$ cat src/mac_defs.svh
`ifndef MAC_DEFS_SVH
`define MAC_DEFS_SVH

// Width of one lane, the smallest operand the unit multiplies
`define MAC_MIN_WIDTH 8

// Number of lanes that can be combined into wider groups
`define MAC_LANES 4

// Full operand width across all lanes
`define MAC_OP_WIDTH (`MAC_MIN_WIDTH * `MAC_LANES)

// Result width, four lanes of 32 bits each
`define MAC_ACC_WIDTH (4 * `MAC_OP_WIDTH)

// Result bits owned by a single lane
`define MAC_LANE_RES_WIDTH (`MAC_ACC_WIDTH / `MAC_LANES)

// One lane-pair partial product
`define MAC_PP_WIDTH (2 * `MAC_MIN_WIDTH)

`endif

$ cat src/mac_pkg.sv
`default_nettype none

`include "mac_defs.svh"

package mac_pkg;

  // Group size is 1, 2 or 4 lanes
  typedef enum logic [1:0] {
    MODE_SINGLE = 2'd0,
    MODE_DUAL   = 2'd1,
    MODE_QUAD   = 2'd2
  } mac_mode_e;

  // Sign bit on top, then MAC/MUL select, mode in the two low bits
  typedef struct packed {
    logic      is_signed;
    logic      accumulate;
    mac_mode_e mode;
  } mac_cfg_t;

  typedef struct packed {
    mac_cfg_t                   cfg;
    logic                       clear;
    logic [`MAC_OP_WIDTH-1:0]   mag_a;
    logic [`MAC_OP_WIDTH-1:0]   mag_b;
    logic [`MAC_LANES-1:0]      neg;
  } mac_opnd_t;

  typedef struct packed {
    mac_cfg_t                   cfg;
    logic                       clear;
    logic [`MAC_ACC_WIDTH-1:0]  prod;
    logic [`MAC_LANES-1:0]      neg;
  } mac_prod_t;

  // Lane index bits that name the group; lanes with equal masked index share a group.
  // The unused encoding behaves as single mode
  function automatic logic [1:0] mac_group_mask(input mac_mode_e mode);
    case (mode)
      MODE_DUAL: return 2'b10;
      MODE_QUAD: return 2'b00;
      default:   return 2'b11;
    endcase
  endfunction

endpackage

`default_nettype wire

$ cat src/mac_stage_if.sv
`timescale 1ns/1ps
`default_nettype none

interface mac_stage_if import mac_pkg::*; #(
  parameter type T = mac_opnd_t
) ();

  logic     valid;
  logic     ready;
  mac_cfg_t cfg;
  T         data;

  // Source holds valid, cfg and data until the sink raises ready
  modport source (output valid, output cfg, output data, input ready);
  modport sink (input valid, input cfg, input data, output ready);

endinterface

`default_nettype wire

$ cat src/mac_product_array.sv
`timescale 1ns/1ps
`default_nettype none

`include "mac_defs.svh"

module mac_product_array import mac_pkg::*; (
  mac_stage_if.sink   opnd,
  mac_stage_if.source prod
);

  localparam int W  = `MAC_MIN_WIDTH;
  localparam int L  = `MAC_LANES;
  localparam int RW = `MAC_ACC_WIDTH;

  logic [`MAC_PP_WIDTH-1:0] pp [L][L];
  logic [1:0]               gmask;
  logic [RW-1:0]            prod_sum;
  mac_opnd_t                opnd_beat;
  mac_prod_t                prod_beat;

  assign opnd_beat = opnd.data;
  assign gmask     = mac_group_mask(opnd.cfg.mode);

  // Every lane pair is multiplied, the mode only decides which pairs are kept
  always_comb begin
    for (int i = 0; i < L; i++) begin
      for (int j = 0; j < L; j++) begin
        pp[i][j] = opnd_beat.mag_a[i*W +: W] * opnd_beat.mag_b[j*W +: W];
      end
    end
  end

  // A pair inside group base b lands at 8*(i+j) + 16*b, which puts the group product
  // at the bottom of its 32-bit-per-lane result field
  always_comb begin
    logic [1:0] li;
    logic [1:0] lj;
    prod_sum = '0;
    for (int i = 0; i < L; i++) begin
      for (int j = 0; j < L; j++) begin
        li = 2'(i);
        lj = 2'(j);
        if ((li & gmask) == (lj & gmask)) begin
          prod_sum = prod_sum + (RW'(pp[i][j]) << (W * (i + j) + 2 * W * int'(li & gmask)));
        end
      end
    end
  end

  always_comb begin
    prod_beat.cfg   = opnd.cfg;
    prod_beat.clear = opnd_beat.clear;
    prod_beat.prod  = prod_sum;
    prod_beat.neg   = opnd_beat.neg;
  end

  assign prod.valid = opnd.valid;
  assign prod.cfg   = opnd.cfg;
  assign prod.data  = prod_beat;
  assign opnd.ready = prod.ready;

endmodule

`default_nettype wire

$ cat src/flat_wrapper.sv
// flat-port wrapper written by rule: the top's interface ports become plain ports
module mac_product_array_flat import mac_pkg::*;
  (opnd_valid, opnd_cfg, opnd_data, opnd_ready, prod_valid, prod_cfg, prod_data, prod_ready);
  mac_stage_if opnd_i ();
  mac_stage_if prod_i ();
  input wire logic [$bits(opnd_i.valid)-1:0] opnd_valid;
  input wire logic [$bits(opnd_i.cfg)-1:0] opnd_cfg;
  input wire logic [$bits(opnd_i.data)-1:0] opnd_data;
  output wire logic [$bits(opnd_i.ready)-1:0] opnd_ready;
  output wire logic [$bits(prod_i.valid)-1:0] prod_valid;
  output wire logic [$bits(prod_i.cfg)-1:0] prod_cfg;
  output wire logic [$bits(prod_i.data)-1:0] prod_data;
  input wire logic [$bits(prod_i.ready)-1:0] prod_ready;
  assign opnd_i.valid = opnd_valid;
  assign opnd_i.cfg = opnd_cfg;
  assign opnd_i.data = opnd_data;
  assign opnd_ready = opnd_i.ready;
  assign prod_valid = prod_i.valid;
  assign prod_cfg = prod_i.cfg;
  assign prod_data = prod_i.data;
  assign prod_i.ready = prod_ready;
  mac_product_array u_core (.opnd(opnd_i), .prod(prod_i));
endmodule
$ cat config.mk
export PLATFORM = sky130hd
export DESIGN_NAME = mac_product_array_flat
export DESIGN_NICKNAME = d
export VERILOG_FILES = /design/src/mac_pkg.sv /design/src/mac_stage_if.sv /design/src/mac_product_array.sv /design/src/flat_wrapper.sv
export VERILOG_INCLUDE_DIRS = /design/src
export SDC_FILE = /design/constraint.sdc
export NUM_CORES = 2
export LEC_CHECK = 0
export BUFFER_PORTS_ARGS = -buffer_cell sky130_fd_sc_hd__buf_2
export CELL_PAD_IN_SITES_DETAIL_PLACEMENT = 0
export CELL_PAD_IN_SITES_GLOBAL_PLACEMENT = 1
export CORE_UTILIZATION = 45
export DETAILED_ROUTE_END_ITERATION = 10
export PLACE_DENSITY = 0.9
export SLEW_MARGIN = 20
export SYNTH_ARGS = -nofsm -noshare
export SYNTH_HDL_FRONTEND = slang
export SYNTH_SLANG_ARGS = --single-unit
$ cat constraint.sdc
create_clock -name vclk -period 67.5
set_input_delay 20.25 -clock vclk [all_inputs]
set_output_delay 20.25 -clock vclk [all_outputs]
set_load 0.01 [all_outputs]
# After elaboration in Yosys (flattened, before gate mapping)
# Index checks and enable logic that the tools add are counted.
# word_totals
register_bits	0
inputBits	79
output_inout_bits	79
elab_cells	75
# op_classes
addsub	27
mul	16
eq_ne	4
shifts	12
mux	13
reduce_logical	3
# op_table
cell	n
69-bit adder	12
69-bit two-way mux	11
16-bit by 7-bit left shift with 69-bit output	9
8-bit by 8-bit multiplier with 16-bit output	16
16-bit by 6-bit left shift with 69-bit output	3
69-bit by 40-bit adder with 69-bit output	1
6-bit by 6-bit adder with 7-bit output, first input constant	5
25-bit by 32-bit adder with 33-bit output	1
16-bit by 24-bit adder with 25-bit output	1
25-bit two-way mux	1
5-bit by 6-bit adder with 7-bit output, first input constant	3
5-bit by 5-bit adder with 6-bit output, first input constant	2
6-bit by 5-bit adder with 7-bit output, first input constant	1
4-bit by 5-bit adder with 6-bit output, first input constant	1
2-bit zero test	3
2-bit case mux with 2 select lines	1
1-bit by 2-bit equality test with 1-bit output	1
2-bit by 1-bit equality test with 1-bit output	1
2-bit by 1-bit equality test with 1-bit output, second input constant	1
2-bit equality test, second input constant	1

# Longest topological paths before layout
# logic_depth
ltp_word	29
mapped_depth	152

# Worst setup path before layout
# OpenSTA, ideal clock, no wires.
# synth_path
kind	input to output
start	input port opnd_data[6]
end	output port prod_data[72]
arrival_time_ps	45632
required_time_ps	47250
setup_slack_ps	1618
stages	139
path_buffers	3
path_cell_list	clkbuf_1 nand2_1 fa_1 fa_1 inv_1 fa_1 inv_1 fa_1 inv_1 ha_1 inv_1 o21bai_1 a21oi_1 xnor2_1 ha_1 a21o_1 a21o_1 a21o_1 [103 not listed] mux2_2 ha_1 and3_1 a21oi_1 o21ai_0 o41ai_1 o21ai_0 xor2_1 mux2_2 ha_1 and3_1 a31oi_1 o21ai_0 a21o_1 o211ai_1 nand4_1 xnor2_1 xnor2_1
# synth_via
elab_chain_len	28
elab_cells_between_ends	34
cone_classes	15 x add/sub; 4 x mul; 3 x shift; 12 x mux
# synth_lines
element	line_no	text
start: declaration	flat_wrapper.sv:8	input wire logic [$bits(opnd_i.data)-1:0] opnd_data;
8-bit by 8-bit multiplier with 16-bit output	mac_product_array.sv:28	pp[i][j] = opnd_beat.mag_a[i*W +: W] * opnd_beat.mag_b[j*W +: W];
16-bit by 24-bit adder with 25-bit output	mac_product_array.sv:44	prod_sum = prod_sum + (RW'(pp[i][j]) << (W * (i + j) + 2 * W * int'(li & gmask)));
25-bit two-way mux	mac_product_array.sv:43	if ((li & gmask) == (lj & gmask)) begin
25-bit by 32-bit adder with 33-bit output	mac_product_array.sv:44	
69-bit two-way mux	mac_product_array.sv:43	
69-bit by 40-bit adder with 69-bit output	mac_product_array.sv:44	
69-bit two-way mux	mac_product_array.sv:43	
69-bit adder	mac_product_array.sv:44	
[12 not listed]	n/a	
69-bit two-way mux	mac_product_array.sv:43	
69-bit adder	mac_product_array.sv:44	
69-bit two-way mux (*)	mac_product_array.sv:43	
69-bit adder	mac_product_array.sv:44	
69-bit two-way mux (*)	mac_product_array.sv:43	
69-bit adder	mac_product_array.sv:44	
69-bit two-way mux (*)	mac_product_array.sv:43	
69-bit adder (*)	mac_product_array.sv:44	
end: declaration	flat_wrapper.sv:12	output wire logic [$bits(prod_i.data)-1:0] prod_data;
# Every way passes the cells marked *; elsewhere a longest branch is shown, timed or not.

# Worst setup path after layout
# layout_path
start	input port opnd_data[8]
end	output port prod_data[72]
# The elaborated chain is that of the path after synthesis.

==> results.toml <==
[critical_path]
path_delay_family = "compound AO/OA/AOI/OAI gates"
cp-start-kind = "primary input"
crit_arrival_ns = 47.03
path_buf_inv = 22
worst_path_max_delay_cell = "fa_1"
crit_type = "in -> out"
cp_max_fo = 6
worstSetupEndpoint = "prod_data[72]"
required_ns = 47.25
crit_path_start = "opnd_data[8]"
worst-path-stages = 147
timing.critical_path.slowest_cell_delay_ns = 0.53
worstSetupEndpointType = "output port"

[hold_path]
whs_path_depth = 0
hold_class = "in -> out"

[timing]
relSlewSlack_pct = 12.3
fmax_mhz = 14.9
holdWs_ns = 40.50
worstMarginPinSlew_ns = 1.31
period_share_pct = 99.7
drv_slew = 0
setup_violations = 0
hold_viol_final = 0
rsz0062_at_grt = "true"
finalCriticalPeriod_ns = 67.28
fin_tns_setup_ns = 0

[routing]
routed_via_density = 5.61
firstDrtPassIters = 6
wirelength_microns = 254000
ant_nets = 0
drt-initial-drc-count = 5573
num_vias = 73800
drc = 0
wire_per_inst_microns = 19.3

[grt]
grt_pass1_wl_microns = 389000
top_usage_layer = "met2"
grt_util_met2_pct = 49.9
grt_use_met3_pct = 5.32
first_global_vias = 72300
antenna_found_initial = 20
grt.met1_usage_pct = 41.3
grt_max_degree = 122
globalRoute.totalOverflow = 0
track_usage_pct = 30.8

[yosys]
synthCells = 9601
yosys_warnings = 0
synth_top_area_share_pct = 20.4
synth.distinct_cells = 126
syn-cell-area_sq_um = 70600
yosysMostFrequentCell = "ha_1"
yosys-top-cells-area = "ha_1 (20%), fa_1 (17%), and2_1 (6.5%)"
synth_largest_area_cell = "ha_1"
netlist_top_cells_count = "ha_1 (1,151), inv_1 (1,062), nand2_1 (977), and2_1 (732), nor2_1 (712)"
syn-mean-instance-area_sq_um = 7.35
yosysSeqAreaShare_pct = 0

[clocking]
hold_buffers = 0

[cells_and_area]
final_nets = 12900
final_util_pct = 56.5
seq_area_sq_um = 0
num-clock-buffers = 0
n_fill_cell = 14700
drive_gt1_share_pct = 20.9
syn_to_final_growth_pct = 24.0
instances_no_fill = 13200
seq_cells = 0

[outcome]
status = "completed"

[die]
placementRows = 144
num_io_pins = 158
start_util_pct = 45.6
die_w_microns = 398
die_area_sq_um = 158000
fp.coreArea_sq_um = 155000
die_h_microns = 398

[place]
portBuffers = 137
place_hpwl_microns = 209000
dp.cells = 13000
gp_congestion = 1.06

[job]
max_cap_violations = 0
## area by class of cell
type	instances	area (sq um)	area share, %
multi-input cells	8334	68400	78.2
repair buffers	1700	12500	14.3
inverters	1064	4000	4.57
well taps	2044	2560	2.92
diodes	8	20.0	0.0229
## repair_timing
action,CTS,global route
setup buffers,36,68
pin swaps,96,243
resized for setup,233,328
endpoints found under the setup margin,11,14
## worst min path at each step
stage,endpoint,start,slack [ns]
after floorplan,opnd_ready,prod_ready,40.59
after global routing,opnd_ready,prod_ready,40.50
after detailed placement,prod_data[0],opnd_data[0],40.50
after CTS,prod_data[0],opnd_data[0],40.50
after global placement,prod_data[0],opnd_data[0],40.50
final,opnd_ready,prod_ready,40.50
## kinds of logic (layout without fill, tap and decap cells)
group	after synthesis	after routing	synth area share (%)
AOI/OAI and AO/OA	2245	2245	20.8
buffers and inverters	1458	2764	7.83
other	2	201	0.0106
and+or+nand+nor	3310	3310	23.3
xor gates and xnor gates	723	723	9.00
adders and majority gates	1742	1742	37.2
muxes	121	121	1.87
## routing by layer
layer / share of wire [%] / up-vias / wire length (microns)
met5: 0.024 / - / 60
met4: 3.9 / 10 / 9940
met3: 8.5 / 380 / 21500
met2: 44 / 2364 / 113000
met1: 43 / 35600 / 110000
li1: - / 35400 / -
## per-stage QoR
stage,area [sq um],setup slack (ns)
after floorplan,71300,1.62
after global placement,84000,-1.32
after detailed placement,84000,-1.66
after CTS,85400,0.00199
after global routing,87500,-0.900
final,87500,0.220
## cells in the final DEF, fill, tap and decap left out, types with 97 or more instances in the layout
| master | synthesis | final |
|---|---|---|
| a21o_1 | 293 | 293 |
| a21oi_1 | 686 | 606 |
| and2_1 | 732 | 724 |
| and3_1 | 115 | 113 |
| buf_2 | 8 | 136 |
| buf_4 | 11 | 1551 |
| conb_1 | 2 | 193 |
| fa_1 | 591 | 584 |
| ha_1 | 1151 | 1089 |
| inv_1 | 1062 | 1054 |
| nand2_1 | 977 | 964 |
| nand3_1 | 146 | 140 |
| nor2_1 | 712 | 687 |
| nor2b_1 | 122 | 117 |
| nor3_1 | 132 | 117 |
| o21a_1 | 97 | 97 |
| o21ai_0 | 385 | 317 |
| o21bai_1 | 181 | 178 |
| xnor2_1 | 468 | 437 |
| xor2_1 | 254 | 240 |
