### src/mac_defs.svh
`ifndef MAC_DEFS_SVH
`define MAC_DEFS_SVH

// Width of one lane, the smallest operand the unit multiplies
`define MAC_MIN_WIDTH 8

// Number of lanes that can be combined into wider groups
`define MAC_LANES 4

// Full operand width across all lanes
`define MAC_OP_WIDTH (`MAC_MIN_WIDTH * `MAC_LANES)

// Result width, four lanes of 32 bits each
`define MAC_ACC_WIDTH (4 * `MAC_OP_WIDTH)

// Result bits owned by a single lane
`define MAC_LANE_RES_WIDTH (`MAC_ACC_WIDTH / `MAC_LANES)

// One lane-pair partial product
`define MAC_PP_WIDTH (2 * `MAC_MIN_WIDTH)

`endif

### src/mac_pkg.sv
`default_nettype none

`include "mac_defs.svh"

package mac_pkg;

  // Group size is 1, 2 or 4 lanes
  typedef enum logic [1:0] {
    MODE_SINGLE = 2'd0,
    MODE_DUAL   = 2'd1,
    MODE_QUAD   = 2'd2
  } mac_mode_e;

  // Sign bit on top, then MAC/MUL select, mode in the two low bits
  typedef struct packed {
    logic      is_signed;
    logic      accumulate;
    mac_mode_e mode;
  } mac_cfg_t;

  typedef struct packed {
    mac_cfg_t                   cfg;
    logic                       clear;
    logic [`MAC_OP_WIDTH-1:0]   mag_a;
    logic [`MAC_OP_WIDTH-1:0]   mag_b;
    logic [`MAC_LANES-1:0]      neg;
  } mac_opnd_t;

  typedef struct packed {
    mac_cfg_t                   cfg;
    logic                       clear;
    logic [`MAC_ACC_WIDTH-1:0]  prod;
    logic [`MAC_LANES-1:0]      neg;
  } mac_prod_t;

  // Lane index bits that name the group; lanes with equal masked index share a group.
  // The unused encoding behaves as single mode
  function automatic logic [1:0] mac_group_mask(input mac_mode_e mode);
    case (mode)
      MODE_DUAL: return 2'b10;
      MODE_QUAD: return 2'b00;
      default:   return 2'b11;
    endcase
  endfunction

endpackage

`default_nettype wire

### src/mac_stage_if.sv
`timescale 1ns/1ps
`default_nettype none

interface mac_stage_if import mac_pkg::*; #(
  parameter type T = mac_opnd_t
) ();

  logic     valid;
  logic     ready;
  mac_cfg_t cfg;
  T         data;

  // Source holds valid, cfg and data until the sink raises ready
  modport source (output valid, output cfg, output data, input ready);
  modport sink (input valid, input cfg, input data, output ready);

endinterface

`default_nettype wire

### src/mac_pipe_reg.sv
`timescale 1ns/1ps
`default_nettype none

module mac_pipe_reg import mac_pkg::*; #(
  parameter type T = mac_opnd_t
) (
  input  logic        clk,
  input  logic        rst_n,
  mac_stage_if.sink   up,
  mac_stage_if.source dn
);

  logic     valid_q;
  mac_cfg_t cfg_q;
  T         data_q;

  // Accept when empty or when the held beat leaves in the same cycle
  assign up.ready = !valid_q || dn.ready;

  always_ff @(posedge clk or negedge rst_n) begin
    if (!rst_n) begin
      valid_q <= 1'b0;
    end else if (up.ready) begin
      valid_q <= up.valid;
    end
  end

  always_ff @(posedge clk) begin
    if (up.ready && up.valid) begin
      cfg_q  <= up.cfg;
      data_q <= up.data;
    end
  end

  assign dn.valid = valid_q;
  assign dn.cfg   = cfg_q;
  assign dn.data  = data_q;

endmodule

`default_nettype wire

### src/flat_wrapper.sv
// flat-port wrapper written by rule: the top's interface ports become plain ports
module mac_pipe_reg_flat import mac_pkg::*;
#(
  parameter type T = mac_opnd_t
)
  (clk, rst_n, up_valid, up_cfg, up_data, up_ready, dn_valid, dn_cfg, dn_data, dn_ready);
  mac_stage_if #(.T(T)) up_i ();
  mac_stage_if #(.T(T)) dn_i ();
  input  logic clk;
  input  logic rst_n;
  input wire logic [$bits(up_i.valid)-1:0] up_valid;
  input wire logic [$bits(up_i.cfg)-1:0] up_cfg;
  input wire logic [$bits(up_i.data)-1:0] up_data;
  output wire logic [$bits(up_i.ready)-1:0] up_ready;
  output wire logic [$bits(dn_i.valid)-1:0] dn_valid;
  output wire logic [$bits(dn_i.cfg)-1:0] dn_cfg;
  output wire logic [$bits(dn_i.data)-1:0] dn_data;
  input wire logic [$bits(dn_i.ready)-1:0] dn_ready;
  assign up_i.valid = up_valid;
  assign up_i.cfg = up_cfg;
  assign up_i.data = up_data;
  assign up_ready = up_i.ready;
  assign dn_valid = dn_i.valid;
  assign dn_cfg = dn_i.cfg;
  assign dn_data = dn_i.data;
  assign dn_i.ready = dn_ready;
  mac_pipe_reg #(.T(T)) u_core (.clk(clk), .rst_n(rst_n), .up(up_i), .dn(dn_i));
endmodule
### config.mk
export PLATFORM = sky130hd
export DESIGN_NAME = mac_pipe_reg_flat
export DESIGN_NICKNAME = d
export VERILOG_FILES = /design/src/mac_pkg.sv /design/src/mac_stage_if.sv /design/src/mac_pipe_reg.sv /design/src/flat_wrapper.sv
export VERILOG_INCLUDE_DIRS = /design/src
export SDC_FILE = /design/constraint.sdc
export NUM_CORES = 1
export LEC_CHECK = 0
export ABC_AREA = 1
export BUFFER_PORTS_ARGS = -buffer_cell sky130_fd_sc_hd__buf_2
export CAP_MARGIN = 30
export CELL_PAD_IN_SITES_DETAIL_PLACEMENT = 1
export CELL_PAD_IN_SITES_GLOBAL_PLACEMENT = 2
export CORE_ASPECT_RATIO = 0.6
export CORE_MARGIN = 2
export CORE_UTILIZATION = 29
export CTS_CLUSTER_SIZE = 28
export DETAILED_ROUTE_END_ITERATION = 10
export MAX_ROUTING_LAYER = met4
export PLACE_DENSITY = 0.93
export SLEW_MARGIN = 20
export SYNTH_ARGS = -nofsm -noshare
export SYNTH_HDL_FRONTEND = slang
export SYNTH_SLANG_ARGS = --single-unit
### constraint.sdc
create_clock -name clk -period 9.49 [get_ports clk]
set_clock_uncertainty 0.2 [all_clocks]
set_input_delay 1.898 -clock clk [delete_from_list [all_inputs] [get_ports clk]]
set_output_delay 1.898 -clock clk [all_outputs]
set_load 0.01 [all_outputs]
# Word-level counts from Yosys, hierarchy flattened
# Index checks and enable logic that the tools add are counted.
word_totals:
  in_bits: 81
  wordCells: 14
  register_bits: 78
  output_inout_bits: 79
classes:
  reduce_logical: 3
ops:
  columns: ["cell", "n"]
  rows:
  - ["$logic_and A1 B1 Y1", 1]
  - ["$logic_not A1 Y1", 1]
  - ["$logic_or A1 B1 Y1", 1]

# Longest topological paths before layout
# Gate-level depths: netlist of the first run.
logic_depth:
  depth_word: 3
  mapped_depth: 3
  depth_no_buf: 3

# Least setup slack after synthesis of the first run
# Ideal clock, no wire load.
synth_path:
  path_type: "input-to-reg"
  startpoint: "input port up_valid"
  endpoint: "register u_core.cfg_q (netlist bit u_core.dn.cfg[0]) (enable)"
  path_slack_ns: 3.085
  setup_time_ns: 0.538
  stages: 2
  t_required_ns: 8.752
  t_arrival_ns: 5.667
  n_path_buf: 0
  path_cell_list: "inv_1 a21oi_1"
synth_between:
  elab_chain_cells: 1
synth_rtl:
  columns: ["element", "line", "text"]
  rows:
  - ["start: declaration", "flat_wrapper.sv:11", "input wire logic [$bits(up_i.valid)-1:0] up_valid;"]
  - ["$logic_and A1 B1 Y1", "mac_pipe_reg.sv:29", "if (up.ready && up.valid) begin"]
  - ["end signal: assignment", "mac_pipe_reg.sv:30", "cfg_q <= up.cfg;"]
  - ["end: declaration", "mac_pipe_reg.sv:14", "mac_cfg_t cfg_q;"]
# No other way between the ends.
# A chain may end at the register's enable or synchronous reset.

# Worst setup path after layout of the first run
layout_path:
  startpoint: "input port dn_ready"
  endpoint: "output port up_ready"
layout_between:
  elab_chain_cells: 1
layout_rtl:
  columns: ["element", "line", "text"]
  rows:
  - ["start: declaration", "flat_wrapper.sv:18", "input wire logic [$bits(dn_i.ready)-1:0] dn_ready;"]
  - ["$logic_or A1 B1 Y1", "mac_pipe_reg.sv:18", "assign up.ready = !valid_q || dn.ready;"]
  - ["end: declaration", "flat_wrapper.sv:14", "output wire logic [$bits(up_i.ready)-1:0] up_ready;"]
# No other way between the ends.

==> results.json, run 1 <==
{
  "hold_viol_final": 0,
  "grt_max_degree": 78,
  "synth_area_um2": 2360,
  "io-pin-count": 160,
  "final_max_slew_viol_count": 0,
  "hold_class": "flop to flop",
  "critPathMaxStageDelay_ps": 140,
  "drc": 0,
  "dieArea_um2": 8890,
  "synth-edff-count": 77,
  "nets": 336,
  "first_pass_iters": 4,
  "syn_nets": 164,
  "die_w_um": 120,
  "core.rowCount": 25,
  "max-slew-margin-rel_pct": 74.1,
  "yosys-top-cells-count": "edfxtp_1, inv_1, nand2_1",
  "start_util_pct": 29.9,
  "grt_pass1_vias": 1566,
  "synth_top_family_by_area": "buffers and inverters",
  "num-fill-cells": 818,
  "core_um2": 7880,
  "cpMostUsedCell": "buf_2",
  "synthAdderAreaFrac_pct": 0,
  "num_vias": 1488,
  "die_y_um": 73.8,
  "synth.distinct_cells": 5,
  "postCtsSetupRepairBufs": 0,
  "synth_async_sr_flop_share_pct": 1.28,
  "hpwl_um": 4110,
  "port_buffers": 159,
  "place.gp.congestion": 0.687,
  "area_growth_pct": 55.4,
  "cts_buffer_depth": 2,
  "irDropWorstVdd_uv": 108,
  "synth_top_area_share_pct": 98.1,
  "clk_latency_ps": 320,
  "setup_viol": 0,
  "wl_per_cell_um": 15.2,
  "postCtsResizedCells": 0,
  "yosysMostFrequentCell": "edfxtp_1",
  "cts_sinks": 78,
  "whs_ps": 403,
  "drt_iter0_markers": 102,
  "antenna_found_initial": 0,
  "cts_tree": "built",
  "postLayoutCoreUtil_pct": 46.5,
  "synthMuxAreaShare_pct": 0,
  "synthTopCellsByArea": "edfxtp_1, dfrtp_1, inv_1",
  "gr-usage-all-layers_pct": 13.2,
  "drive_above_1_share_pct": 67.6,
  "finalWirelength_um": 5570,
  "ys.flop_type": "edfxtp_1",
  "cts-buffers-inserted": 9,
  "timing.final.crit_period_ps": 4420,
  "fin_tns_setup_ps": 0,
  "final_cell_area_um2": 3660,
  "synth_area_leader_cell": "edfxtp_1",
  "syn_avg_cell_area_um2": 28.4,
  "worst_setup_path_start_kind": "primary input",
  "drv_cap": 0,
  "yosys.area_share.simple_pct": 0.318,
  "cts_root_buf": "clkbuf_16",
  "path_clk_slew_ps": 60,
  "ant_nets": 0,
  "diodes": 0,
  "syn_inst": 83,
  "worstPathArrival_ps": 2330,
  "power.density_nw_per_um2": 229,
  "critPathMaxFanout": 2,
  "grt_pass1_wl_um": 8120,
  "ys_seq_elements": 78,
  "critical-path-slowest-cell": "buf_2",
  "vias_per_cell": 4.05,
  "crit_path_end_kind": "output port",
  "p_leak_nw": 1.57,
  "rsz0062_at_grt": "false",
  "ys_seq_area_share_pct": 99.2,
  "grt_overflow_total": 0,
  "synth-xor-area-share_pct": 0,
  "post-route-period-util_pct": 46.6,
  "crit_chain": "buf_2 -> inv_1 -> nand2_1 -> buf_2",
  "placed_area_um2": 3310,
  "max_freq_mhz": 226,
  "synth_warnings": 0,
  "power_w": 0.000838,
  "status": "complete, no violations",
  "worst_pin_slew_ps": 389,
  "synth_compound_area_share_pct": 0.212,
  "hold_buffers": 0,
  "worst-setup-path-type": "primary input to output port",
  "cp.required_ps": 7390,
  "h-tree-depth": 3
}
==> logic make-up (layout without fill, tap and decap cells) <==
kind of cell,after synthesis,count (layout)
DFF,78,78
and+or+nand+nor,2,2
buffers and inverters,2,178
AOI/OAI and AO/OA,1,1
==> routing by layer <==
layer	part of all wire [%]	up-vias	wire, um	global-route usage (%)
met2	45	102	2520	19.3
met3	10	8	582	6.91
met4	1.3	0	72	5.43
met1	43	703	2390	15.4
li1	-	675	-	-
met5	0	-	0	-
==> final timing paths <==
path,from,end,slack [ps],cells past startpoint
worst min register to register,u_core.dn.valid$_DFFE_PN0P_,u_core.dn.valid$_DFFE_PN0P_,400,2
max in group asynchronous,rst_n,u_core.dn.valid$_DFFE_PN0P_,7870,1
worst max register to register,u_core.dn.valid$_DFFE_PN0P_,u_core.dn.data[1]$_DFFE_PP_,7700,3
min in group asynchronous,rst_n,u_core.dn.valid$_DFFE_PN0P_,1140,1
worst min-delay path,u_core.dn.valid$_DFFE_PN0P_,u_core.dn.valid$_DFFE_PN0P_,400,2
worst max-delay path,dn_ready,up_ready,5070,4
==> critical path: cells and delay by family <==
kind	cells	cell delay [ps]
buf+inv	3	330
simple gates	1	80
==> power breakdown <==
group,internal (W),total (W),switching [W]
sequential,0.000402,0.000407,0.00000473
clock,0.000254,0.000376,0.000122
combinational,0.0000252,0.0000552,0.0000299
total,0.000681,0.000838,0.000157
==> registers in the layout (all words and copies together), names as in the netlist <==
name             count
u_core.dn.valid      1
u_core.dn.data      73
u_core.dn.cfg        4
==> stage by stage <==
step	instances	setup slack [ps]
after floorplan	83	3090
after global placement	351	5090
after detailed placement	351	5070
after CTS	366	5070
after global routing	367	5040
final	367	5070
==> layout by cell type, fill, tap and decap left out, types with 2 or more instances in the layout <==
master	instances
bufinv_16	3
nand2_1	2
clkbuf_16	9
buf_2	159
inv_1	2
edfxtp_1	77
==> area by class of cell <==
cell class / instances / area, um^2 / share of cell area [%]
inverter: 2 / 7.51 / 0.205
multi-input combinational: 3 / 23.8 / 0.649
clock buffer: 10 / 229 / 6.25
timing repair buffer: 161 / 831 / 22.7
sequential: 78 / 2340 / 63.8
clock inverter: 5 / 98.8 / 2.70
tap: 108 / 135 / 3.69
Note: power is estimated with default switching activity, not from simulation.
==> run 2: changes to the inputs <==
--- a/config.mk
+++ b/config.mk
@@ -13,11 +13,11 @@
 export CELL_PAD_IN_SITES_GLOBAL_PLACEMENT = 2
 export CORE_ASPECT_RATIO = 0.6
 export CORE_MARGIN = 2
-export CORE_UTILIZATION = 29
+export CORE_UTILIZATION = 24
 export CTS_CLUSTER_SIZE = 28
 export DETAILED_ROUTE_END_ITERATION = 10
 export MAX_ROUTING_LAYER = met4
-export PLACE_DENSITY = 0.93
+export PLACE_DENSITY = 0.83
 export SLEW_MARGIN = 20
 export SYNTH_ARGS = -nofsm -noshare
 export SYNTH_HDL_FRONTEND = slang
==> constraint.sdc (replaced) <==
create_clock -name clk -period 3.9 [get_ports clk]
set_clock_uncertainty 0.2 [all_clocks]
set_input_delay 0.78 -clock clk [delete_from_list [all_inputs] [get_ports clk]]
set_output_delay 0.78 -clock clk [all_outputs]
set_load 0.01 [all_outputs]
==> results.json, run 2 (synthesized netlist as in run 1, its figures left out) <==
{
  "hold_viol_final": 0,
  "worst-setup-path-type": "primary input to output port",
  "crit_chain": "buf_2 -> inv_1 -> nand2_1 -> buf_2",
  "cts-buffers-inserted": 9,
  "path_delay_family": "buffers and inverters",
  "max-slew-margin-rel_pct": 66.3,
  "die_y_um": 80.8,
  "die_w_um": 132,
  "first_pass_iters": 4,
  "seqPwrFrac_pct": 51.3,
  "grt_pass1_wl_um": 8310,
  "rr_startpoint": "u_core.dn.valid$_DFFE_PN0P_",
  "core.rowCount": 27,
  "start_util_pct": 25.2,
  "worstPathArrival_ps": 1190,
  "antenna_found_initial": 0,
  "path_clk_slew_ps": 60,
  "cp.required_ps": 2920,
  "startpoint": "dn_ready",
  "grt_max_degree": 42,
  "comb_power_share_pct": 6.9,
  "postCtsSetupRepairBufs": 0,
  "nets": 337,
  "largest_reg_flops": 73,
  "cpMostUsedCell": "buf_2",
  "p_switching_w": 0.000393,
  "layout_commonest_cell": "buf_2",
  "max_freq_mhz": 460,
  "critical-path-slowest-cell": "buf_2",
  "grt_pass1_vias": 1611,
  "cts_buffer_depth": 2,
  "worst_setup_path_start_kind": "primary input",
  "crit_path_end_kind": "output port",
  "cts_root_buf": "clkbuf_16",
  "drc": 0,
  "rsz0062_at_grt": "false",
  "finalWirelength_um": 5610,
  "timing.final.crit_period_ps": 2170,
  "num_vias": 1460,
  "io-pin-count": 160,
  "setup_viol": 0,
  "core_um2": 9360,
  "drv_cap": 0,
  "worst_pin_slew_ps": 505,
  "p_leak_nw": 1.54,
  "grt_overflow_total": 0,
  "wl_per_cell_um": 14.4,
  "port_buffers": 159,
  "crit_buf_inv": 3,
  "postCtsResizedCells": 0,
  "cts_sinks": 78,
  "cts_tree": "built",
  "power.density_nw_per_um2": 528,
  "cellInternalPower_w": 0.00153,
  "worstHoldStart": "u_core.dn.valid$_DFFE_PN0P_",
  "vias_per_cell": 3.73,
  "drt_iter0_markers": 48,
  "irDropWorstVdd_uv": 230,
  "hold_class": "flop to flop",
  "gr-usage-all-layers_pct": 11.0,
  "dieArea_um2": 10700,
  "place.gp.congestion": 0.710,
  "final_cell_mix": "buf_2, edfxtp_1, clkbuf_16",
  "hpwl_um": 4370,
  "critPathMaxStageDelay_ps": 140,
  "status": "complete, no violations",
  "h-tree-depth": 3,
  "hold_buffers": 0,
  "post-route-period-util_pct": 55.7,
  "diodes": 0,
  "critPathMaxFanout": 2,
  "ant_nets": 0,
  "whs_ps": 384,
  "area_growth_pct": 54.6,
  "p_sw_share_pct": 20.4,
  "clk_latency_ps": 330,
  "fin_tns_setup_ps": 0,
  "final_max_slew_viol_count": 0,
  "pwr-share-clk_pct": 41.8,
  "drive_above_1_share_pct": 67.4
}
==> run 2: cell types whose count changed in the layout (fill, tap and decap cells not counted), sizes merged <==
| cell | previous run | this run |
|---|---|---|
| bufinv | 3 | 1 |
| clkbuf | 10 | 11 |
| clkinv | 2 | 3 |
| dlygate4sd3 | 0 | 1 |
| clkinvlp | 0 | 1 |
==> run 2: final timing paths <==
kind	endpoint	cells past startpoint	slack [ps]
setup / recovery	up_ready	4	1730
hold / removal	u_core.dn.valid$_DFFE_PN0P_	2	380
setup reg to reg	u_core.dn.data[10]$_DFFE_PP_	2	2280
hold reg to reg	u_core.dn.valid$_DFFE_PN0P_	2	380
max in group asynchronous	u_core.dn.valid$_DFFE_PN0P_	2	2850
min in group asynchronous	u_core.dn.valid$_DFFE_PN0P_	2	560
==> run 2: final cells by class <==
| cell class | instances | area, um^2 |
|---|---|---|
| multi-input cells | 3 | 23.8 |
| well taps | 130 | 163 |
| fillers | 993 | 5710 |
| clock inverters | 5 | 60.1 |
| inverters | 2 | 7.51 |
| flip-flops and latches | 78 | 2340 |
| clock buffers | 11 | 233 |
| repair buffers | 162 | 821 |
==> run 2: tightest hold or removal path: stages, from the launching register on <==
cell	delay (ps)
dfrtp_1	410
nand2_1	80
nand2_1	60
==> run 2: power by group through the flow <==
stage               Combinational, W  Sequential (W)  Clock [W]
floorplan                  0.0000167         0.00103          0
global placement            0.000130         0.00100          0
detailed placement          0.000135         0.00101          0
global route                0.000144        0.000994   0.000869
CTS                         0.000135        0.000990   0.000839
finish                      0.000132        0.000989   0.000805
==> run 2: routing by layer <==
layer  up-vias  global-route usage [%]  wire, um
met4         0                    4.24        58
met3         4                    5.56       656
li1        679                       -         -
met2       103                    16.0      2510
met5         -                       -         0
met1       674                    13.0      2390
==> run 2: per-stage QoR <==
step	power, W	cells	utilization, %	worst slack (ps)	cell area, um^2
floorplan	0.00105	83	-	189	2360
global placement	0.00113	374	35.7	1740	3340
detailed placement	0.00114	374	35.7	1730	3340
CTS	0.00196	390	38.8	1730	3630
global route	0.00201	391	38.9	1680	3640
finish	0.00193	391	38.9	1730	3640
