==> config.mk <==
export PLATFORM = sky130hd
export DESIGN_NAME = mac_mul_negator_block
export DESIGN_NICKNAME = d
export VERILOG_FILES = /design/src/mac_pkg.sv /design/src/n_bit_cla_adder.sv /design/src/mac_mul_negator_block.sv
export VERILOG_INCLUDE_DIRS = /design/src
export SDC_FILE = /design/constraint.sdc
export NUM_CORES = 1
export LEC_CHECK = 0
export BUFFER_PORTS_ARGS = -buffer_cell sky130_fd_sc_hd__buf_2
export CAP_MARGIN = 20
export CORE_MARGIN = 3
export CORE_UTILIZATION = 32
export DETAILED_ROUTE_END_ITERATION = 8
export PLACE_DENSITY = 0.58
export RECOVER_POWER = 100
export SLEW_MARGIN = 20
export SYNTH_ARGS = -nofsm -noshare
export SYNTH_HDL_FRONTEND = slang
export SYNTH_HIERARCHICAL = 1
export SYNTH_SLANG_ARGS = --single-unit
==> constraint.sdc <==
create_clock -name vclk -period 11.85
set_input_delay 0 -clock vclk [all_inputs]
set_output_delay 0 -clock vclk [all_outputs]
set_load 0.03 [all_outputs]
==> src/mac_defs.svh <==
`ifndef MAC_DEFS_SVH
`define MAC_DEFS_SVH

// Width of one lane, the smallest operand the unit multiplies
`define MAC_MIN_WIDTH 8

// Number of lanes that can be combined into wider groups
`define MAC_LANES 4

// Full operand width across all lanes
`define MAC_OP_WIDTH (`MAC_MIN_WIDTH * `MAC_LANES)

// Result width, four lanes of 32 bits each
`define MAC_ACC_WIDTH (4 * `MAC_OP_WIDTH)

// Result bits owned by a single lane
`define MAC_LANE_RES_WIDTH (`MAC_ACC_WIDTH / `MAC_LANES)

// One lane-pair partial product
`define MAC_PP_WIDTH (2 * `MAC_MIN_WIDTH)

`endif

==> src/mac_pkg.sv <==
`default_nettype none

`include "mac_defs.svh"

package mac_pkg;

  // Group size is 1, 2 or 4 lanes
  typedef enum logic [1:0] {
    MODE_SINGLE = 2'd0,
    MODE_DUAL   = 2'd1,
    MODE_QUAD   = 2'd2
  } mac_mode_e;

  // Sign bit on top, then MAC/MUL select, mode in the two low bits
  typedef struct packed {
    logic      is_signed;
    logic      accumulate;
    mac_mode_e mode;
  } mac_cfg_t;

  typedef struct packed {
    mac_cfg_t                   cfg;
    logic                       clear;
    logic [`MAC_OP_WIDTH-1:0]   mag_a;
    logic [`MAC_OP_WIDTH-1:0]   mag_b;
    logic [`MAC_LANES-1:0]      neg;
  } mac_opnd_t;

  typedef struct packed {
    mac_cfg_t                   cfg;
    logic                       clear;
    logic [`MAC_ACC_WIDTH-1:0]  prod;
    logic [`MAC_LANES-1:0]      neg;
  } mac_prod_t;

  // Lane index bits that name the group; lanes with equal masked index share a group.
  // The unused encoding behaves as single mode
  function automatic logic [1:0] mac_group_mask(input mac_mode_e mode);
    case (mode)
      MODE_DUAL: return 2'b10;
      MODE_QUAD: return 2'b00;
      default:   return 2'b11;
    endcase
  endfunction

endpackage

`default_nettype wire

==> src/n_bit_cla_adder.sv <==
`timescale 1ns/1ps
`default_nettype none

module n_bit_cla_adder #(
  parameter int N = 8
) (
  input  logic [N-1:0] a,
  input  logic [N-1:0] b,
  input  logic         cin,
  output logic [N-1:0] sum,
  output logic         cout
);

  logic [N-1:0] gen;
  logic [N-1:0] prop;
  logic [N:0]   carry;

  assign gen  = a & b;
  assign prop = a ^ b;

  // Each carry is expanded from the generate and propagate terms of all lower bits
  always_comb begin
    logic term;
    carry[0] = cin;
    for (int i = 0; i < N; i++) begin
      carry[i+1] = cin;
      for (int k = 0; k <= i; k++) begin
        carry[i+1] = carry[i+1] & prop[k];
      end
      for (int k = 0; k <= i; k++) begin
        term = gen[k];
        for (int m = k + 1; m <= i; m++) begin
          term = term & prop[m];
        end
        carry[i+1] = carry[i+1] | term;
      end
    end
  end

  assign sum  = prop ^ carry[N-1:0];
  assign cout = carry[N];

endmodule

`default_nettype wire

==> src/mac_mul_negator_block.sv <==
`timescale 1ns/1ps
`default_nettype none

`include "mac_defs.svh"

module mac_mul_negator_block import mac_pkg::*; (
  input  mac_cfg_t                 cfg,
  input  logic [`MAC_OP_WIDTH-1:0] a_in,
  input  logic [`MAC_OP_WIDTH-1:0] b_in,
  output logic [`MAC_OP_WIDTH-1:0] a_out,
  output logic [`MAC_OP_WIDTH-1:0] b_out,
  output logic [`MAC_LANES-1:0]    neg
);

  localparam int W = `MAC_MIN_WIDTH;
  localparam int L = `MAC_LANES;

  logic [1:0]             gmask;
  logic [L-1:0]           a_msb;
  logic [L-1:0]           b_msb;
  logic [L-1:0]           a_cin;
  logic [L-1:0]           b_cin;
  logic [L-1:0]           a_cout;
  logic [L-1:0]           b_cout;
  logic [`MAC_OP_WIDTH-1:0] a_neg;
  logic [`MAC_OP_WIDTH-1:0] b_neg;

  assign gmask = mac_group_mask(cfg.mode);

  // Product sign per lane, the accumulator picks the top lane of each group
  assign neg = a_msb ^ b_msb;

  for (genvar l = 0; l < L; l++) begin : g_lane
    localparam logic [1:0] LANE = 2'(l);

    logic sel_a;
    logic sel_b;

    assign a_msb[l] = a_in[l*W + W-1];
    assign b_msb[l] = b_in[l*W + W-1];

    if (l == 0) begin : g_first
      assign a_cin[l] = 1'b1;
      assign b_cin[l] = 1'b1;
    end else begin : g_chain
      logic same_group;

      // Inside a group the +1 ripples up from the lane below; a new group restarts it
      assign same_group = (LANE & gmask) == ((LANE - 2'd1) & gmask);
      assign a_cin[l]   = same_group ? a_cout[l-1] : 1'b1;
      assign b_cin[l]   = same_group ? b_cout[l-1] : 1'b1;
    end

    n_bit_cla_adder #(
      .N(W)
    ) u_add_a (
      .a    (~a_in[l*W +: W]),
      .b    ('0),
      .cin  (a_cin[l]),
      .sum  (a_neg[l*W +: W]),
      .cout (a_cout[l])
    );

    n_bit_cla_adder #(
      .N(W)
    ) u_add_b (
      .a    (~b_in[l*W +: W]),
      .b    ('0),
      .cin  (b_cin[l]),
      .sum  (b_neg[l*W +: W]),
      .cout (b_cout[l])
    );

    // The sign of the whole group sits in its top lane
    assign sel_a = cfg.is_signed & a_msb[LANE | ~gmask];
    assign sel_b = cfg.is_signed & b_msb[LANE | ~gmask];

    assign a_out[l*W +: W] = sel_a ? a_neg[l*W +: W] : a_in[l*W +: W];
    assign b_out[l*W +: W] = sel_b ? b_neg[l*W +: W] : b_in[l*W +: W];
  end

endmodule

`default_nettype wire

======== After elaboration in Yosys (flattened, before gate mapping) ========
Cells that the tools add are included.
word-level totals
  output and inout bits ................... 68
  logic and storage cells ................. 120
  input port bits ......................... 68
  bits in registers ....................... 0
cells by class
  equal/unequal tests ..................... 3
  $lt $le $gt $ge ......................... 3
  reduce and logical (&&, ||, !) cells .... 1
  bitwise logic cells ..................... 86
  mux-type cells .......................... 27
operators by type and width
  kind                                                        count
  bitwise AND 1 bit                                           68
  two-way mux 8 bit                                           8
  NOT 8 bit                                                   8
  bitwise XOR 8 bit                                           8
  two-way mux 1 bit                                           16
  less-than comparator 2 x 3 -> 1 bit, second input constant  3
  binary-select mux 1 bit (select 2 bit)                      2
  case mux 2 bit (2 select lines)                             1
  bitwise XOR 4 bit                                           1
  equality test 2 x 1 -> 1 bit                                1
  equality test 2 x 1 -> 1 bit, second input constant         1
  equality test 2 bit, second input constant                  1
  zero test 2 bit                                             1
  NOT 2 bit                                                   1

======== Logic depth before layout (Yosys ltp) ========
Gate-level depths: netlist of the first run.
  depth after elaboration ................. 36
  gate-level depth with buffers ........... 27
  gate-level depth less buffers ........... 27

======== Modules after synthesis ========
Netlist of the first run, hierarchy kept.
by module, submodules not included
  module                                    sequential area each (um^2)  area each (um^2)  times used  cells an instance
  n_bit_cla_adder at g_lane[0].u_add_a ...  0.0                          329.1             6           38
  mac_mul_negator_block                     0.0                          1348.8            1           171
  n_bit_cla_adder at g_lane[3].u_add_a ...  0.0                          341.6             2           42

======== Worst setup path after synthesis of the first run ========
No wires, ideal clock.
  kind .................................... input port to output port
  start point ............................. in a_in[0]
  end point ............................... out a_out[31]
  arrival ................................. 5441 ps
  data required time ...................... 11850 ps
  path slack .............................. 6409 ps
  cell stages on the path ................. 27
  path buffers ............................ 0
  cells stage by stage .................... inv_1 -> ha_1 -> ha_1 -> o21ai_1 -> a2111oi_4 -> a31o_1 -> a21o_1 -> or2_2 -> ha_1 -> o21ai_1 -> a2111oi_4 -> a31o_1 -> a21o_1 -> nand2b_1 -> ha_1 -> o21ai_1 -> a2111oi_4 -> a31o_1 -> a21o_1 -> or2_2 -> ha_1 -> o21ai_1 -> a2111oi_4 -> a31oi_1 -> xnor2_1 -> inv_1 -> a21oi_1
on the way
  cells in the longest elaborated chain, start to end .. 36
ends and longest elaborated chain
  item                             line                         source
  from (decl)                      mac_mul_negator_block.sv:8   input logic [`MAC_OP_WIDTH-1:0] a_in,
  NOT 8 bit                        mac_mul_negator_block.sv:57  .a (~a_in[l*W +: W]),
  bitwise AND 1 bit (7 in series)  n_bit_cla_adder.sv:28        carry[i+1] = carry[i+1] & prop[k];
  named net a_cout[0]              mac_mul_negator_block.sv:23  logic [L-1:0] a_cout;
  two-way mux 1 bit                mac_mul_negator_block.sv:50  assign a_cin[l] = same_group ? a_cout[l-1] : 1'b1;
  named net a_cin[1]               mac_mul_negator_block.sv:21  logic [L-1:0] a_cin;
  bitwise AND 1 bit (8 in series)  n_bit_cla_adder.sv:28
  named net a_cout[1]              mac_mul_negator_block.sv:23
  two-way mux 1 bit                mac_mul_negator_block.sv:50
  named net a_cin[2]               mac_mul_negator_block.sv:21
  (+8 left out)                    --
  named net a_cout[2]              mac_mul_negator_block.sv:23
  (+1 left out)                    --
  named net a_cin[3]               mac_mul_negator_block.sv:21
  bitwise AND 1 bit                n_bit_cla_adder.sv:28
  bitwise AND 1 bit                --
  bitwise AND 1 bit (4 in series)  n_bit_cla_adder.sv:28
  bitwise AND 1 bit                --
  bitwise XOR 8 bit                n_bit_cla_adder.sv:40        assign sum = prop ^ carry[N-1:0];
  named net a_neg[31]              mac_mul_negator_block.sv:25  logic [`MAC_OP_WIDTH-1:0] a_neg;
  two-way mux 8 bit                mac_mul_negator_block.sv:78  assign a_out[l*W +: W] = sel_a ? a_neg[l*W +: W] : a_in[l*W +: W];
  to (decl)                        mac_mul_negator_block.sv:10  output logic [`MAC_OP_WIDTH-1:0] a_out,
The timed path passes the listed nets, and every way through them passes these cells.

======== Worst setup path in the final report of the first run ========
Ends and elaborated chain as after synthesis.

==> flow_metrics.py, run 1 <==
metrics = {
    "outcome": {
        "status": "finished, final reports clean",
    },
    "cells_and_area": {
        "syn2layout_area_growth_pct": 21.5,
        "filler_cell_count": 1371,
        "nClkBuffers": 0,
        "nets": 836,
        "stdcell_count": 852,
        "drive_above_1_share_pct": 24.9,
        "antennaDiodeCount": 0,
        "finalInstanceArea_mm2": 0.00484,
        "multiInputGateArea_mm2": 0.00360,
        "seq_cells": 0,
        "seq_area_um2": 0,
    },
    "setup_path": {
        "cp.required_ps": 11850,
        "slowest_delay_ps": 1040,
        "critPathSlowestCell": "a2111oi_0",
        "critPathArrivalTime_ps": 7870,
        "crit_fanout": 5,
        "cp-startpoint": "a_in[0]",
        "cpMostUsedCell": "ha_1",
        "cp-endpoint": "a_out[31]",
        "startpoint_type": "primary input",
        "path_class": "primary input to output port",
        "setup.worst_path.end_class": "output port",
    },
    "place": {
        "dp_cells": 852,
        "gp_routability_congestion": 0.826,
        "io_buffers": 135,
        "dp_hpwl_um": 8150,
        "dpl_cell_area_mm2": 0.00512,
    },
    "floorplanning": {
        "fp.dieW_um": 118,
        "rows": 40,
        "dieArea_mm2": 0.0138,
        "boundaryPins": 136,
        "initial_core_util_pct": 32.9,
        "fp.coreArea_mm2": 0.0121,
        "die_y_um": 118,
    },
    "timing": {
        "hold_viol_final": 0,
        "slew_headroom_pct": 15.5,
        "tightest_slew_ps": 1240,
        "slew_viol_final": 0,
        "holdWs_ps": 394,
        "rsz0062_at_grt": "false",
        "post-route-period-util_pct": 66.4,
        "min_period_ps": 7870,
        "max_freq_mhz": 127,
        "finalSetupViolCount": 0,
        "setup-tns-final_ps": 0,
    },
    "power_and_ir_drop": {
        "vdd_ir_drop_max_mv": 0.0269,
        "leakage_nw": 2.74,
        "p_per_area_mw_per_mm2": 58.9,
    },
    "synth": {
        "syn_area_mm2": 0.00398,
        "synth_area_per_cell_um2": 8.32,
        "syn-instance-count": 479,
        "synth_warnings": 6,
    },
    "routing": {
        "dr_wl_met2_um": 4440,
        "postRouteAntennaNets": 0,
        "drtPass1Iterations": 4,
        "wl_per_cell_um": 10.7,
        "finalWirelength_um": 9150,
        "drtIter0Drc": 110,
        "vias": 3726,
        "routed_via_density": 4.37,
        "top_layer": "met3",
        "wl_met3_um": 388,
        "post-route-drc-count": 0,
        "met1_length_um": 4330,
    },
    "global_routing": {
        "grt.overflow.total": 0,
        "grt_pass1_vias": 3639,
        "grt_usage_pct": 12.6,
        "grt_pass1_wl_um": 15700,
        "grt_max_degree": 15,
        "antenna_found_initial": 0,
    },
    "hold_path": {
        "hp-start": "a_in[4]",
        "min_path_type": "primary input to output port",
    },
    "clock_tree": {
        "cts_hold_buf": 0,
        "cts_resized": 0,
        "cts_setup_buffers": 0,
    },
    "flow_run": {
        "cap_violations": 0,
    },
}
==> metal layers <==
metal | global-route usage [%] | vias to the layer above
met4 | 0.0733 | 0
met5 | 0 | -
met1 | 16.8 | 1687
met3 | 0.769 | 0
li1 | - | 1964
met2 | 23.8 | 75
==> area by class of cell <==
| cell class | instances | area share, % |
|---|---|---|
| multi-input combinational | 442 | 74.5 |
| timing repair buffer | 135 | 12.9 |
| inverter | 107 | 8.30 |
| tap | 168 | 4.34 |
==> worst max-delay path, delay by kind of cell <==
kind                     cells  cell delay (ps)
AO/OA/AOI/OAI               16             5990
XOR/XNOR                     1              190
AND/OR/NAND/NOR              3              360
buffers and inverters        4              550
adder cells (fa/ha/maj)      5              780
==> cell usage in the layout, fill, tap and decap left out, drive strengths merged <==
cell type,count
o21ai,10
mux2,64
a2111oi,8
o2bb2ai,2
a21oi,18
nand2b,13
a22o,2
a21boi,2
ha,74
a211oi,8
conb,76
fa,8
xnor2,22
nand3,6
a31oi,2
xor2,26
and2,1
clkbuf,43
mux2i,2
o311a,2
nor3,18
clkinv,2
o211ai,8
o21a,2
or2,4
inv,105
nand2,16
nor2,24
buf,92
a21o,18
a31o,6
==> power breakdown <==
part           total, mW  internal (mW)  switching [mW]
Clock                  0              0               0
Combinational      0.285          0.114           0.171
Sequential             0              0               0
Total              0.285          0.114           0.171
==> per-stage QoR <==
| stage | total power [mW] | utilization (%) | setup WS, ps |
|---|---|---|---|
| 2_1_floorplan | 0.241 | - | 6450 |
| 3_3_place_gp | 0.301 | 42.3 | 5880 |
| 3_5_place_dp | 0.306 | 42.3 | 5840 |
| 4_1_cts | 0.308 | 42.3 | 5820 |
| 5_1_grt | 0.316 | 39.9 | 2940 |
| 6_report | 0.285 | 39.9 | 3980 |
==> worst min path at each step <==
stage               endpoint  slack [ps]  cells after the start
floorplan             neg[0]         170                      1
global placement      neg[2]         360                      3
detailed placement    neg[2]         360                      3
CTS                   neg[2]         370                      3
global route        a_out[4]         410                      3
finish              a_out[4]         390                      3
Power figures use the tool's default switching activity.
==> inputs of run 2 (changes only) <==
--- a/config.mk
+++ b/config.mk
@@ -11,7 +11,7 @@
 export CORE_MARGIN = 3
 export CORE_UTILIZATION = 32
 export DETAILED_ROUTE_END_ITERATION = 8
-export PLACE_DENSITY = 0.58
+export PLACE_DENSITY = 0.6
 export RECOVER_POWER = 100
 export SLEW_MARGIN = 20
 export SYNTH_ARGS = -nofsm -noshare
==> constraint.sdc (replaced) <==
create_clock -name vclk -period 7.1
set_input_delay 0 -clock vclk [all_inputs]
set_output_delay 0 -clock vclk [all_outputs]
set_load 0.03 [all_outputs]
==> flow_metrics.py, run 2 (same netlist as run 1, synthesis figures left out) <==
metrics = {
    "outcome": {
        "status": "finished, final reports clean",
    },
    "cells_and_area": {
        "antennaDiodeCount": 0,
        "seq_cells": 0,
        "drive_above_1_share_pct": 26.0,
        "syn2layout_area_growth_pct": 24.8,
        "multiInputGateArea_mm2": 0.00374,
        "layout_commonest_cell": "inv_1",
        "filler_cell_count": 1301,
        "nClkBuffers": 0,
        "final_core_util_pct": 41.1,
        "nets": 836,
        "seq_area_um2": 0,
        "final_cell_mix": "105 x inv_1, 94 x buf_2, 76 x conb_1, 74 x ha_1, 51 x mux2_2",
    },
    "setup_path": {
        "crit_family": "compound AO/OA/AOI/OAI gates",
        "crit_fanout": 5,
        "path_class": "primary input to output port",
        "cpMostUsedCell": "ha_1",
        "critPathArrivalTime_ps": 6280,
        "cp.required_ps": 7100,
        "cp.buffers_inverters": 3,
        "startpoint_type": "primary input",
        "setup.worst_path.end_class": "output port",
        "slowest_delay_ps": 400,
        "critPathSlowestCell": "o21ai_0",
    },
    "place": {
        "dp_hpwl_um": 8170,
        "gp_routability_congestion": 0.783,
        "io_buffers": 135,
    },
    "routing": {
        "wl_per_cell_um": 10.6,
        "drtPass1Iterations": 4,
        "routed_via_density": 4.37,
        "drtIter0Drc": 99,
        "vias": 3722,
        "postRouteAntennaNets": 0,
        "finalWirelength_um": 9060,
        "post-route-drc-count": 0,
    },
    "power_and_ir_drop": {
        "leakage_nw": 2.78,
        "p_per_area_mw_per_mm2": 99.1,
        "vdd_ir_drop_max_mv": 0.0463,
    },
    "global_routing": {
        "grt_usage_pct": 12.5,
        "antenna_found_initial": 0,
        "grt_pass1_vias": 3557,
        "grt_max_degree": 15,
        "grt_pass1_wl_um": 15500,
        "grt.overflow.total": 0,
    },
    "floorplanning": {
        "initial_core_util_pct": 32.9,
        "rows": 40,
        "boundaryPins": 136,
        "dieArea_mm2": 0.0138,
        "fp.dieW_um": 118,
        "die_y_um": 118,
        "fp.coreArea_mm2": 0.0121,
    },
    "timing": {
        "slew_headroom_pct": 14.7,
        "tightest_slew_ps": 1250,
        "post-route-period-util_pct": 88.4,
        "slew_viol_final": 0,
        "finalSetupViolCount": 0,
        "max_freq_mhz": 159,
        "hold_viol_final": 0,
        "setup-tns-final_ps": 0,
        "rsz0062_at_grt": "false",
        "min_period_ps": 6280,
    },
    "hold_path": {
        "min_path_type": "primary input to output port",
    },
    "clock_tree": {
        "cts_hold_buf": 0,
        "cts_setup_buffers": 0,
        "cts_resized": 0,
    },
    "flow_run": {
        "cap_violations": 0,
    },
}
[run 2: cell types whose count changed in the layout (fill, tap and decap cells not counted), sizes merged]
cell / before / now
buf: 92 / 94
clkbuf: 43 / 41
[run 2: metal layers]
| layer | up-vias | global-route usage, % | part of all wire [%] | wire (µm) |
|---|---|---|---|---|
| li1 | 1959 | - | - | - |
| met1 | 1685 | 16.0 | 45 | 4120 |
| met2 | 78 | 24.2 | 50 | 4540 |
| met3 | 0 | 1.01 | 4.4 | 402 |
| met4 | 0 | 0.147 | 0 | 0 |
| met5 | - | 0 | 0 | 0 |
[run 2: final timing paths]
path / cells after the start / endpoint / slack [ps] / from
worst min-delay path: 3 / b_out[1] / 380 / b_in[1]
worst max-delay path: 28 / a_out[30] / 820 / a_in[0]
[run 2: final cells by class]
cell class         count  share of cell area [%]
multi-input cells    442                    75.1
inverters            107                    8.08
repair buffers       135                    12.6
well taps            168                    4.23
[run 2: report_power, final]
group	switching [mW]	internal (mW)	total [mW]
sequential	0	0	0
clock	0	0	0
combinational	0.294	0.199	0.493
total	0.294	0.199	0.493
[run 2: through the flow]
| step | cells | total power [mW] | setup slack, ps | area, µm² | hold WS (ps) |
|---|---|---|---|---|---|
| after global placement | 852 | 0.502 | 1200 | 5120 | 356 |
| final | 852 | 0.493 | 824 | 4970 | 383 |
| after floorplan | 553 | 0.403 | 1700 | 4260 | 172 |
| after detailed placement | 852 | 0.511 | 1080 | 5120 | 354 |
| after CTS | 852 | 0.513 | 1070 | 5120 | 354 |
| after global routing | 852 | 0.548 | 355 | 4970 | 410 |
